## src/design/decode_settings.svh

```systemverilog
// Decoder width settings
`ifndef DECODE_SETTINGS_SVH
`define DECODE_SETTINGS_SVH

// Number of decode lanes, two or more
`define DECODE_LANES 3

// Lane pointer width, wide enough to index every lane
`define LANE_IDX_W 2

// Instruction word and fetch address
`define INSTR_W 32
`define ADDR_W 32

// Immediate and register number widths
`define DATA_W 64
`define REG_W 6

`endif

```

## src/design/decode_pkg.sv

```systemverilog
// Decoder types
package decode_pkg;

	// ======================================
	// Opcodes in instruction bits 7:0
	// ======================================
	typedef enum logic [7:0] {
		BRK   = 8'h00,
		R1    = 8'h01,
		R2    = 8'h02,
		R3    = 8'h03,
		ADDI  = 8'h04,
		SUBFI = 8'h05,
		ANDI  = 8'h08,
		ORI   = 8'h09,
		XORI  = 8'h0A,
		SEQI  = 8'h0C,
		SLTI  = 8'h0D,
		SLTUI = 8'h0E,
		LDX   = 8'h10,
		STX   = 8'h14,
		NOP   = 8'h3F,
		JAL   = 8'h40,
		JALR  = 8'h41,
		BEQ   = 8'h48,
		BNE   = 8'h49,
		BLT   = 8'h4A,
		BGE   = 8'h4B
	} opcode_e;

	// ======================================
	// Function codes in bits 31:26
	// ======================================
	// R1 uses the 0x0x range, R2 the 0x04 to 0x10 range, R3 the 0x2x range
	typedef enum logic [5:0] {
		ABS  = 6'h00,
		NOT  = 6'h01,
		ADD  = 6'h04,
		SUB  = 6'h05,
		AND  = 6'h08,
		OR   = 6'h09,
		XOR  = 6'h0A,
		SLT  = 6'h0C,
		SLTU = 6'h0D,
		MUL  = 6'h10,
		SLL  = 6'h20,
		CHK  = 6'h28
	} func_e;

	// Four-phase handshake progress
	typedef enum logic [1:0] {
		HS_IDLE,
		HS_ACK,
		HS_WAIT_LOW
	} hs_state_e;

endpackage

```

## src/design/decode_collect.sv

```systemverilog
// In-order result collector
`include "decode_settings.svh"

module decode_collect
	import decode_pkg::*;
(
	input  logic                                  clk,
	input  logic                                  rst_n,
	input  logic [`DECODE_LANES-1:0]              lane_valid,
	input  logic [`DECODE_LANES-1:0]              lane_ui,
	input  logic [`DECODE_LANES-1:0]              lane_rfwr,
	input  logic [`DECODE_LANES-1:0][`REG_W-1:0]  lane_rt,
	input  logic [`DECODE_LANES-1:0][`REG_W-1:0]  lane_rc,
	input  logic [`DECODE_LANES-1:0]              lane_need_rc,
	input  logic [`DECODE_LANES-1:0]              lane_branch,
	input  logic [`DECODE_LANES-1:0][`DATA_W-1:0] lane_imm,
	input  logic [`DECODE_LANES-1:0][`ADDR_W-1:0] lane_ip,
	input  logic                                  out_ack,
	output logic [`DECODE_LANES-1:0]              lane_take,
	output logic                                  out_req,
	output logic                                  out_ui,
	output logic                                  out_rfwr,
	output logic [`REG_W-1:0]                     out_rt,
	output logic [`REG_W-1:0]                     out_rc,
	output logic                                  out_need_rc,
	output logic                                  out_branch,
	output logic [`DATA_W-1:0]                    out_imm,
	output logic [`ADDR_W-1:0]                    out_ip
);
	localparam logic [`LANE_IDX_W-1:0] last_lane = `LANE_IDX_W'(`DECODE_LANES - 1);

	hs_state_e              state;
	logic [`LANE_IDX_W-1:0] rd_ptr;
	logic                   capture;

	// Lanes fill in round-robin order, so reading them the same way keeps order
	assign capture = (state == HS_IDLE) && lane_valid[rd_ptr];

	// ======================================
	// Output handshake and read pointer
	// ======================================
	always_ff @(posedge clk) begin
		if (!rst_n) begin
			state <= HS_IDLE;
			out_req <= 1'b0;
			lane_take <= '0;
			rd_ptr <= '0;
		end else begin
			lane_take <= '0;
			case (state)
				HS_IDLE: begin
					if (capture) begin
						out_req <= 1'b1;
						state <= HS_ACK;
					end
				end
				HS_ACK: begin
					if (out_ack) begin
						out_req <= 1'b0;
						state <= HS_WAIT_LOW;
					end
				end
				HS_WAIT_LOW: begin
					// Lane is only released once the consumer has finished
					if (!out_ack) begin
						lane_take <= `DECODE_LANES'(1) << rd_ptr;
						rd_ptr <= (rd_ptr == last_lane) ? '0 : rd_ptr + 1'b1;
						state <= HS_IDLE;
					end
				end
				default: state <= HS_IDLE;
			endcase
		end
	end

	// Output fields load on the same edge that raises out_req
	always_ff @(posedge clk) begin
		if (capture) begin
			out_ui <= lane_ui[rd_ptr];
			out_rfwr <= lane_rfwr[rd_ptr];
			out_rt <= lane_rt[rd_ptr];
			out_rc <= lane_rc[rd_ptr];
			out_need_rc <= lane_need_rc[rd_ptr];
			out_branch <= lane_branch[rd_ptr];
			out_imm <= lane_imm[rd_ptr];
			out_ip <= lane_ip[rd_ptr];
		end
	end

endmodule

```

## src/design/decode_dispatch.sv

```systemverilog
// Round-robin instruction dispatcher
`include "decode_settings.svh"

module decode_dispatch
	import decode_pkg::*;
(
	input  logic                     clk,
	input  logic                     rst_n,
	input  logic                     in_req,
	input  logic [`INSTR_W-1:0]      in_ir,
	input  logic [`ADDR_W-1:0]       in_ip,
	input  logic [`DECODE_LANES-1:0] lane_valid,
	output logic                     in_ack,
	output logic [`DECODE_LANES-1:0] lane_load,
	output logic [`INSTR_W-1:0]      lane_ir,
	output logic [`ADDR_W-1:0]       lane_ip
);
	localparam logic [`LANE_IDX_W-1:0] last_lane = `LANE_IDX_W'(`DECODE_LANES - 1);

	hs_state_e               state;
	logic [`LANE_IDX_W-1:0]   wr_ptr;
	logic [`DECODE_LANES-1:0] pending;
	logic [`DECODE_LANES-1:0] valid_q;
	logic [`DECODE_LANES-1:0] busy;
	logic                     accept;

	// A lane is busy from its load until its valid flag has dropped again
	assign busy = pending | lane_valid;
	assign accept = (state == HS_IDLE) && in_req && !busy[wr_ptr];

	// ======================================
	// Input handshake and lane pointer
	// ======================================
	always_ff @(posedge clk) begin
		if (!rst_n) begin
			state <= HS_IDLE;
			in_ack <= 1'b0;
			lane_load <= '0;
			wr_ptr <= '0;
			pending <= '0;
			valid_q <= '0;
		end else begin
			lane_load <= '0;
			valid_q <= lane_valid;
			// Falling valid means the collector has drained that lane
			pending <= pending & ~(valid_q & ~lane_valid);
			case (state)
				HS_IDLE: begin
					if (accept) begin
						in_ack <= 1'b1;
						lane_load <= `DECODE_LANES'(1) << wr_ptr;
						pending[wr_ptr] <= 1'b1;
						wr_ptr <= (wr_ptr == last_lane) ? '0 : wr_ptr + 1'b1;
						state <= HS_ACK;
					end
				end
				HS_ACK: begin
					state <= HS_WAIT_LOW;
				end
				HS_WAIT_LOW: begin
					// The front end drops req once it has seen ack
					if (!in_req) begin
						in_ack <= 1'b0;
						state <= HS_IDLE;
					end
				end
				default: state <= HS_IDLE;
			endcase
		end
	end

	// Shared lane bus, sampled by the lane whose load bit pulses
	always_ff @(posedge clk) begin
		if (accept) begin
			lane_ir <= in_ir;
			lane_ip <= in_ip;
		end
	end

endmodule

```

## src/design/decode_lane.sv

```systemverilog
// Single instruction decode lane
`include "decode_settings.svh"

module decode_lane
	import decode_pkg::*;
(
	input  logic                clk,
	input  logic                rst_n,
	input  logic                load,
	input  logic [`INSTR_W-1:0] ir,
	input  logic [`ADDR_W-1:0]  ip,
	input  logic                take,
	output logic                valid,
	output logic                ui,
	output logic                rfwr,
	output logic [`REG_W-1:0]   rt,
	output logic [`REG_W-1:0]   rc,
	output logic                need_rc,
	output logic                branch,
	output logic [`DATA_W-1:0]  imm,
	output logic [`ADDR_W-1:0]  ip_out
);
	opcode_e             opcode;
	func_e               func;
	logic [`REG_W-1:0]   ir_rt;
	logic                d_ui;
	logic                d_rfwr;
	logic [`REG_W-1:0]   d_rt;
	logic [`REG_W-1:0]   d_rc;
	logic                d_need_rc;
	logic                d_branch;
	logic [`DATA_W-1:0]  d_imm;

	assign opcode = opcode_e'(ir[7:0]);
	assign func = func_e'(ir[31:26]);
	assign ir_rt = ir[13:8];

	// ======================================
	// Field decode
	// ======================================
	always_comb begin
		d_ui = 1'b1;
		d_rfwr = 1'b0;
		d_rt = '0;
		d_rc = '0;
		d_need_rc = 1'b0;
		d_imm = '0;
		// Conditional branches share opcode bits 7:3
		d_branch = (ir[7:3] == 5'b01001);
		case (opcode)
			BRK, NOP: d_ui = 1'b0;
			R1: begin
				if (func == ABS || func == NOT) begin
					d_ui = 1'b0;
					d_rfwr = 1'b1;
					d_rt = ir_rt;
				end
			end
			R2: begin
				case (func)
					ADD, SUB, AND, OR, XOR, SLT, SLTU, MUL: begin
						d_ui = 1'b0;
						d_rfwr = 1'b1;
						d_rt = ir_rt;
					end
					default: ;
				endcase
			end
			R3: begin
				case (func)
					SLL: begin
						d_ui = 1'b0;
						d_rfwr = 1'b1;
						d_rt = ir_rt;
					end
					// CHK reads the bound register from the Rt field
					CHK: begin
						d_ui = 1'b0;
						d_rc = ir_rt;
						d_need_rc = 1'b1;
					end
					default: ;
				endcase
			end
			ADDI, SUBFI, SEQI, SLTI: begin
				d_ui = 1'b0;
				d_rfwr = 1'b1;
				d_rt = ir_rt;
				d_imm = {{(`DATA_W - 12){ir[31]}}, ir[31:20]};
			end
			ORI, XORI, SLTUI: begin
				d_ui = 1'b0;
				d_rfwr = 1'b1;
				d_rt = ir_rt;
				d_imm = {{(`DATA_W - 12){1'b0}}, ir[31:20]};
			end
			// Ones above the field so the AND keeps the upper source bits
			ANDI: begin
				d_ui = 1'b0;
				d_rfwr = 1'b1;
				d_rt = ir_rt;
				d_imm = {{(`DATA_W - 12){1'b1}}, ir[31:20]};
			end
			BEQ, BNE, BLT, BGE: begin
				d_ui = 1'b0;
				d_imm = {{(`DATA_W - 14){ir[31]}}, ir[31:26], ir[13:8], 2'b00};
			end
			// Link register is one of four, picked by bits 9:8
			JAL: begin
				d_ui = 1'b0;
				d_rfwr = 1'b1;
				d_rt = {{(`REG_W - 2){1'b0}}, ir[9:8]};
				d_imm = {{(`DATA_W - 24){ir[31]}}, ir[31:10], 2'b00};
			end
			JALR: begin
				d_ui = 1'b0;
				d_rfwr = 1'b1;
				d_rt = {{(`REG_W - 2){1'b0}}, ir[9:8]};
				d_imm = {{(`DATA_W - 14){ir[31]}}, ir[31:20], 2'b00};
			end
			LDX: begin
				d_ui = 1'b0;
				d_rfwr = 1'b1;
				d_rt = ir_rt;
				d_imm = {{(`DATA_W - 8){ir[27]}}, ir[27:20]};
			end
			STX: begin
				d_ui = 1'b0;
				d_rc = ir_rt;
				d_need_rc = 1'b1;
				d_imm = {{(`DATA_W - 8){ir[27]}}, ir[27:20]};
			end
			default: ;
		endcase
	end

	// Valid rises the cycle after load and falls the cycle after take
	always_ff @(posedge clk) begin
		if (!rst_n)
			valid <= 1'b0;
		else if (load)
			valid <= 1'b1;
		else if (take)
			valid <= 1'b0;
	end

	always_ff @(posedge clk) begin
		if (load) begin
			ui <= d_ui;
			rfwr <= d_rfwr;
			rt <= d_rt;
			rc <= d_rc;
			need_rc <= d_need_rc;
			branch <= d_branch;
			imm <= d_imm;
			ip_out <= ip;
		end
	end

endmodule

```

## src/design/decode_top.sv

```systemverilog
// Multi-lane decoder top level
`include "decode_settings.svh"

module decode_top (
	input  logic                clk,
	input  logic                rst_n,
	input  logic                in_req,
	input  logic [`INSTR_W-1:0] in_ir,
	input  logic [`ADDR_W-1:0]  in_ip,
	input  logic                out_ack,
	output logic                in_ack,
	output logic                out_req,
	output logic                out_ui,
	output logic                out_rfwr,
	output logic [`REG_W-1:0]   out_rt,
	output logic [`REG_W-1:0]   out_rc,
	output logic                out_need_rc,
	output logic                out_branch,
	output logic [`DATA_W-1:0]  out_imm,
	output logic [`ADDR_W-1:0]  out_ip
);
	// Shared bus from the dispatcher to every lane
	logic [`INSTR_W-1:0] lane_ir;
	logic [`ADDR_W-1:0]  lane_ip_in;

	// Per-lane control and results
	logic [`DECODE_LANES-1:0]              lane_load;
	logic [`DECODE_LANES-1:0]              lane_take;
	logic [`DECODE_LANES-1:0]              lane_valid;
	logic [`DECODE_LANES-1:0]              lane_ui;
	logic [`DECODE_LANES-1:0]              lane_rfwr;
	logic [`DECODE_LANES-1:0][`REG_W-1:0]  lane_rt;
	logic [`DECODE_LANES-1:0][`REG_W-1:0]  lane_rc;
	logic [`DECODE_LANES-1:0]              lane_need_rc;
	logic [`DECODE_LANES-1:0]              lane_branch;
	logic [`DECODE_LANES-1:0][`DATA_W-1:0] lane_imm;
	logic [`DECODE_LANES-1:0][`ADDR_W-1:0] lane_ip;

	decode_dispatch u_dispatch (
		.clk        (clk),
		.rst_n      (rst_n),
		.in_req     (in_req),
		.in_ir      (in_ir),
		.in_ip      (in_ip),
		.lane_valid (lane_valid),
		.in_ack     (in_ack),
		.lane_load  (lane_load),
		.lane_ir    (lane_ir),
		.lane_ip    (lane_ip_in)
	);

	for (genvar i = 0; i < `DECODE_LANES; i++) begin : gen_lane
		decode_lane u_lane (
			.clk     (clk),
			.rst_n   (rst_n),
			.load    (lane_load[i]),
			.ir      (lane_ir),
			.ip      (lane_ip_in),
			.take    (lane_take[i]),
			.valid   (lane_valid[i]),
			.ui      (lane_ui[i]),
			.rfwr    (lane_rfwr[i]),
			.rt      (lane_rt[i]),
			.rc      (lane_rc[i]),
			.need_rc (lane_need_rc[i]),
			.branch  (lane_branch[i]),
			.imm     (lane_imm[i]),
			.ip_out  (lane_ip[i])
		);
	end

	decode_collect u_collect (
		.clk          (clk),
		.rst_n        (rst_n),
		.lane_valid   (lane_valid),
		.lane_ui      (lane_ui),
		.lane_rfwr    (lane_rfwr),
		.lane_rt      (lane_rt),
		.lane_rc      (lane_rc),
		.lane_need_rc (lane_need_rc),
		.lane_branch  (lane_branch),
		.lane_imm     (lane_imm),
		.lane_ip      (lane_ip),
		.out_ack      (out_ack),
		.lane_take    (lane_take),
		.out_req      (out_req),
		.out_ui       (out_ui),
		.out_rfwr     (out_rfwr),
		.out_rt       (out_rt),
		.out_rc       (out_rc),
		.out_need_rc  (out_need_rc),
		.out_branch   (out_branch),
		.out_imm      (out_imm),
		.out_ip       (out_ip)
	);

endmodule

```

## config.mk

```make
export PLATFORM = sky130hd
export DESIGN_NAME = decode_top
export DESIGN_NICKNAME = d
export VERILOG_FILES = /design/src/design/decode_pkg.sv /design/src/design/decode_collect.sv /design/src/design/decode_dispatch.sv /design/src/design/decode_lane.sv /design/src/design/decode_top.sv
export VERILOG_INCLUDE_DIRS = /design/src /design/src/design
export SDC_FILE = /design/constraint.sdc
export NUM_CORES = 1
export LEC_CHECK = 0
export BUFFER_PORTS_ARGS = -buffer_cell sky130_fd_sc_hd__buf_2
export CORE_AREA = 8 8 161 163
export DETAILED_ROUTE_END_ITERATION = 6
export DIE_AREA = 0 0 169 171
export PLACE_DENSITY = 0.81
export SLEW_MARGIN = 5
export SYNTH_ARGS = -nofsm -noshare
export SYNTH_HDL_FRONTEND = slang
export SYNTH_SLANG_ARGS = --single-unit
```

## constraint.sdc

```tcl
create_clock -name clk -period 11.6 [get_ports clk]
set_clock_uncertainty 0.2 [all_clocks]
set_input_delay 0.58 -clock clk [delete_from_list [all_inputs] [get_ports clk]]
set_output_delay 0.58 -clock clk [all_outputs]
set_load 0.03 [all_outputs]
```

==> impl_results.md, run 1 <==
* Status: completed
* Clock buffer depth at 3
* RSZ-0062 raised after global routing: no
* Final wirelength at 27450 um
* Synth Cell Area at 0.01415 sq mm
* Ratio of cells with drive above 1 in the final layout at 0.2375
* Post-placement setup slack at 8.615 ns
* Area of the core at 0.02326 sq mm
* Placed instance count at 1314
* Cells after Synth at 888
* Post-DRT Antenna Nets at 0
* Die W at 169 um
* WP data arrival at 2.66 ns
* Worst Setup SP: u_collect.rd_ptr[0]
* Top_reg_cell synth: edfxtp_1
* Drt wl/cell at slightly below 20 um
* Full die area at 0.02890 sq mm
* Clock Latency Late Sink at 0.52 ns
* Max H-tree Level at 2
* Post-route cell area at 0.01629 sq mm
* Crit path required time at between 10 and 15 ns
* Synth top area cells: edfxtp_1 75%, mux2i_1 5.8%, dfxtp_1 3.5%
* Site Rows at 56
* Via density at between 5 and 6
* Leak at 5.503 nW
* Relative slew margins at 0.2356
* Startpoint Class: flop
* Via Count at roughly 7800
* Worst hold-check slack at 0.02178 ns
* Worst Reg-to-Reg Cells at 3
* CTS resizes at 0
* FF-to-FF End: u_collect.out_imm[10]
* Global-route wire length before repair at 42080 um
* Avg Inst Size Synth at 15.93 sq um
* DR iter-0 viols at between 700 and 800
* Final total power at 3.454 mW
* Post-synth EDFFs at 352
* Peak VDD IR at 139.9 uV
* IO Port Bufs at 181
* MaxCap Viol Count at 0
* CP endpoint: u_collect.out_imm[10]
* Placer Congestion at between 0.8 and 0.9
* Post-synthesis sequential area ratio at 0.7825
* Total congestion overflow at 0
* Largest net degree at the start of global routing at 76
* Post-route minimum period at 2.733 ns
* I/O pin count at roughly 180
* Post-synth top cells: 352 x edfxtp_1, 91 x nand2_1, 84 x o21ai_0
* WS Path Type: flop to flop
* Vias in the first global route at 7859
* Min-Delay Path Class: input pin to flop
* Cell with the most instances after synthesis: edfxtp_1
* Crit-path max FO at 72
* PnR worst setup slack at 8.867 ns
* Synth area leader: edfxtp_1
* Die height at 171 um
* Synthesis-to-layout area growth at 15.13%
* Total CTS buffers at 37
* Netlist cell types at 47
* Worst r2r src: u_collect.rd_ptr[0]
* Setup Total Neg Slack at 0 ns
* Drt first pass iters at 5
* Placed cell area at 0.01507 sq mm
* Warnings, synthesis at 0
* Post-synth top area share at 0.7471
* Slew @ Worst Pin at 1.147 ns
* Final Net Count at ~1100
* Antenna cell count at 0
* Dpl hpwl at 16150 um
* Setup crit end kind: flop
* Fin cells at 1380
* Tot GR Track Use at 0.1890
* Hold Buf Count CTS at 0
* Root buffer cell: clkbuf_16
* Worst-path clk slew at 0.07 ns
* Initial antenna violation count at 0
* Sink Count at 377
* Final core occ at 0.7002
* DRC at 0
* CTS tree: done
* R2r setup slk at 8.87 ns
* Final Setup Violations at 0
* Synth async-reset ratio at 0
* Post-CTS setup buffer count at 0
* Max Freq at approximately 370 MHz
* Power Dens Cells at approximately 210 mW/mm^2
* Slew Limit Fails at 0
* Tcrit/Tclk final at 0.2356
* Starting density of the core at 0.6082
* Fin. Hold Viols at 0
* Synth Register Bits at 377
* Mapped Nets at 956
cell families after synthesis:
group                     count (synthesis)  synth area share
xor gates and xnor gates                  1         0.0006191
DFF                                     377            0.7825
AOI/OAI and AO/OA                       133           0.05395
buffers and inverters                    96           0.03679
and+or+nand+nor                         199           0.06818
muxes                                    82           0.05801
layout make-up:
cell class | count | area [sq um]
clock inverters | 22 | 245.2
well taps | 319 | 399.1
fillers | 1494 | 6973
repair buffers | 186 | 943.4
flip-flops and latches | 377 | 11090
multi-input cells | 415 | 2577
inverters | 17 | 63.81
clock buffers | 44 | 973.4
critical path: stages (launching register included):
cell and delay [ns]:
dfxtp_4 0.73, mux2i_1 0.16, o2bb2ai_1 0.25, and3_4 0.87
routing by layer:
layer	vias to the layer above	routed length, um	track usage
met1	3746	10720	0.2414
met4	0	666	0.07080
met3	47	2396	0.04241
met5	-	0	0
met2	360	13670	0.3148
li1	3598	-	-
where the power goes:
| part | internal (mW) | total, mW | switching [mW] |
|---|---|---|---|
| clock | 0.712 | 1.19 | 0.475 |
| combinational | 0.109 | 0.381 | 0.272 |
| sequential | 1.74 | 1.89 | 0.148 |
layout by cell type, fill, tap and decap left out, drive strengths merged, types with 2 or more instances in the layout:
cell      Yosys  routed
clkbuf       27      44
edfxtp      352     352
dfxtp        25      25
bufinv        0       5
nand3b        3       3
inv          17      17
nand2b        7       7
nor4          5       5
and4          2       2
nor2b         4       4
mux2i        82      82
a22oi         4       4
clkinv        0      15
o21a          3       3
nand3        16      16
o21ai        85      85
and3          8       8
nor3          9       9
and2         12      12
a21oi        16      16
nor2         29      29
buf          52     186
clkinvlp      0       2
a211oi        3       3
a31oi         6       6
nand2        91      91
a221o         6       6
or4           5       5
or4b          3       3
nor3b         2       2
worst min-delay path by stage:
stage                                 startpoint                            end  slack (ns)  cells past startpoint
after floorplan            u_dispatch.lane_ip[0]   gen_lane[0].u_lane.ip_out[0]        0.24                      0
after global placement    u_dispatch.lane_ip[10]  gen_lane[2].u_lane.ip_out[10]        0.24                      0
after detailed placement  u_dispatch.lane_ip[20]  gen_lane[0].u_lane.ip_out[20]        0.25                      0
final                                  in_ip[12]         u_dispatch.lane_ip[12]        0.02                      1
after global routing                   in_ip[12]         u_dispatch.lane_ip[12]       0.007                      1
after CTS                              in_ip[12]         u_dispatch.lane_ip[12]       0.009                      1
sequential cells by signal, summed over array words and instances, names as in the netlist, 3 cells and up:
register                 count
gen_lane.u_lane.rfwr         3
u_collect.out_ip            32
u_collect.lane_take          3
u_dispatch.lane_load         3
gen_lane.u_lane.rt          18
u_dispatch.lane_ip          32
gen_lane.u_lane.ip_out      96
gen_lane.u_lane.valid        3
u_collect.out_rt             6
gen_lane.u_lane.ui           3
u_dispatch.valid_q           3
gen_lane.u_lane.branch       3
u_collect.out_imm           24
u_dispatch.pending           3
u_collect.out_rc             6
u_dispatch.lane_ir          32
gen_lane.u_lane.rc          18
gen_lane.u_lane.imm         72
gen_lane.u_lane.need_rc      3
Note: power is estimated with default switching activity, not from simulation.
==> run 2, diff against run 1 <==
CORE_AREA = 8 8 174 176   (was 8 8 161 163)
DIE_AREA = 0 0 182 184   (was 0 0 169 171)
PLACE_DENSITY = 0.73   (was 0.81)
clock period = 2.25 ns   (was 11.6 ns; I/O delays follow)
==> impl_results.md, run 2 (same netlist as run 1, synthesis figures left out) <==
* CP peak stage delay at 0.62 ns (was 0.87 ns)
* Die height at 184 um (was 171 um)
* Sink Count at 377 (unchanged)
* CTS tree: done (unchanged)
* CP endpoint: gen_lane[2].u_lane.ui (was u_collect.out_imm[10])
* Synthesis-to-layout area growth at 24.61% (was 15.13%)
* CP cell instances: or4b_4, nor4_1, nor4_1, a32o_1 (was mux2i_1, o2bb2ai_1, and3_4)
* Area of the core at 0.02748 sq mm (was 0.02326 sq mm)
* Max H-tree Level at 2 (unchanged)
* Worst hold-check slack at 0.09573 ns (was 0.02178 ns)
* PnR worst setup slack at 0.02818 ns (was 8.867 ns)
* Layout fillers at 1907 (was 1494)
* Flip-flop and latch area at 0.01109 sq mm (unchanged)
* Global-route wire length before repair at 44620 um (was 42080 um)
* Root buffer cell: clkbuf_16 (unchanged)
* Top flop regs: gen_lane.u_lane.ip_out: 96 flops, gen_lane.u_lane.imm: 72 flops (unchanged)
* Worst r2r src: u_dispatch.lane_ir[5] (was u_collect.rd_ptr[0])
* Initial antenna violation count at 0 (unchanged)
* Antenna cell count at 0 (unchanged)
* Via Count at 8056 (was 7751)
* Multi-input combinational cell area at 0.002663 sq mm (was 0.002577 sq mm)
* Most prevalent standard cell on the critical path: nor4_1
* Setup Total Neg Slack at 0 ns (unchanged)
* Internal at 13.69 mW (was 2.559 mW)
* DRC at 0 (unchanged)
* Drt wl/cell at 19.47 um (was 19.89 um)
* Max Freq at 450.1 MHz (was 365.9 MHz)
* CP bufs+invs at 0 (unchanged)
* FF-to-FF End: gen_lane[2].u_lane.ui (was u_collect.out_imm[10])
* Die W at 182 um (was 169 um)
* IO Port Bufs at 181 (unchanged)
* Cell family with most CP delay: simple AND/OR/NAND/NOR gates (unchanged)
* Starting density of the core at 0.5149 (was 0.6082)
* Post-DRT Antenna Nets at 0 (unchanged)
* Min-Delay Path Class: input pin to flop (unchanged)
* Peak VDD IR at 720.7 uV (was 139.9 uV)
* Via density at 5.303 (was 5.617)
* Relative slew margins at 0.4854 (was 0.2356)
* Site Rows at 61 (was 56)
* Vias in the first global route at 8216 (was 7859)
* Tot GR Track Use at 0.1704 (was 0.1890)
* Worst Setup SP: u_dispatch.lane_ir[5] (was u_collect.rd_ptr[0])
* Placer Congestion at 0.9090 (was 0.8435)
* Startpoint Class: flop (unchanged)
* Full die area at 0.03349 sq mm (was 0.02890 sq mm)
* I/O pin count at 182 (unchanged)
* Post-route minimum period at 2.222 ns (was 2.733 ns)
* Largest reg by FF count: gen_lane.u_lane.ip_out (unchanged)
* Slew Limit Fails at 0 (unchanged)
* Sw frac at 0.2604 (was 0.2592)
* Fin. Hold Viols at 0 (unchanged)
* Most frequent cells in the layout: 352 x edfxtp_1, 181 x buf_2, 91 x nand2_1 (unchanged)
* Worst-path clk slew at 0.06 ns (was 0.07 ns)
* RSZ-0062 raised after global routing: yes (was no)
* Critical path depth in cells at 4 (was 3)
* Total congestion overflow at 0 (unchanged)
* Worst Reg-to-Reg Cells at 4 (was 3)
* Clk network pwr share at 0.347 (was 0.344)
* Clock Latency Late Sink at 0.52 ns (about the same)
* Final total power at 18.51 mW (was 3.454 mW)
* WP data arrival at 2.28 ns (was 2.66 ns)
* Final Net Count at 1212 (was 1102)
* DR iter-0 viols at 490 (was 730)
* Total CTS buffers at 38 (was 37)
* Status: completed (unchanged)
* Largest net degree at the start of global routing at 76 (unchanged)
* Final core occ at 0.6417 (was 0.7002)
* Crit path required time at 2.31 ns (was 11.53 ns)
* R2r setup slk at 0.03 ns (was 8.87 ns)
* Final Setup Violations at 0 (unchanged)
* Fin cells at 1519 (was 1380)
* Post-placement setup slack at -0.03164 ns (was 8.615 ns)
* Leading cell type in the layout, fill and taps excluded: edfxtp_1 (unchanged)
* Tcrit/Tclk final at 0.9875 (was 0.2356)
* Final wirelength at 29580 um (was 27450 um)
* Dpl hpwl at 17500 um (was 16150 um)
* MaxCap Viol Count at 0 (unchanged)
* Power Dens Cells at 1050 mW/mm^2 (was 212.1 mW/mm^2)
* Placed instance count at 1380 (was 1314)
* Sequential power share at 0.510 (was 0.546)
* Placed cell area at 0.01555 sq mm (was 0.01507 sq mm)
* Comb pwr share at 0.143 (was 0.110)
* Ratio of cells with drive above 1 in the final layout at 0.2694 (was 0.2375)
* Largest register FFs at 96 (unchanged)
* Clock buffer depth at 3 (unchanged)
* Post-route cell area at 0.01763 sq mm (was 0.01629 sq mm)
* WS Path Type: flop to flop (unchanged)
* Slew @ Worst Pin at 0.7719 ns (was 1.147 ns)
* Drt first pass iters at 5 (unchanged)
* Crit-path max FO at 5 (was 72)
* Setup crit end kind: flop (unchanged)
* Leak at 6.098 nW (was 5.503 nW)
* Slowest CP cell: or4b_4 (was and3_4)
* Switching pwr at 4.820 mW (was 0.8952 mW)
-- run 2: routing by layer --
layer / GRT usage / wire length (um) / vias to the layer above / part of all wire
li1: - / - / 3816 / -
met1: 0.2044 / 11820 / 3905 / 0.40
met2: 0.3031 / 15220 / 291 / 0.51
met3: 0.03379 / 1898 / 44 / 0.064
met4: 0.05969 / 642 / 0 / 0.022
met5: 0 / 0 / - / 0
-- run 2: area by class of cell --
cell class	instances	share of cell area
tap	346	0.02455
timing repair buffer	295	0.1186
sequential	377	0.6288
clock inverter	22	0.01462
multi-input combinational	415	0.1510
clock buffer	47	0.05876
inverter	17	0.003619
-- run 2: power by group through the flow --
stage                     sequential [mW]  clock [mW]  combinational (mW)
after floorplan                      9.88           0                1.21
after global placement               9.53           0                2.49
after detailed placement             9.58           0                2.53
after CTS                            9.44        6.55                2.64
after global routing                 9.53        6.81                2.84
final                                9.45        6.42                2.64
-- run 2: worst min path at each step --
stage,start,endpoint,slack (ns),cells past startpoint
global placement,in_ir[28],u_dispatch.lane_ir[28],0.09,1
floorplan,in_ip[0],u_dispatch.lane_ip[0],0.01,0
finish,in_ir[28],u_dispatch.lane_ir[28],0.1,2
global route,in_ip[15],u_dispatch.lane_ip[15],0.09,2
CTS,in_ip[15],u_dispatch.lane_ip[15],0.07,2
detailed placement,in_ip[15],u_dispatch.lane_ip[15],0.09,1
-- run 2: repair_timing --
action / CTS / global route
setup endpoints to repair: 24 / 84
hold buffers: 68 / 0
buffers inserted: 0 / 1
endpoints found under the hold margin: 81 / 0
resized for setup: 2 / 14
cloned: 0 / 1
pin swaps: 0 / 5
-- run 2: worst reg2reg max path, cell delays in order (launching register included) --
cell      delay (ns)
edfxtp_1        0.45
or4b_4          0.62
nor4_1          0.32
nor4_1          0.13
a32o_1          0.25
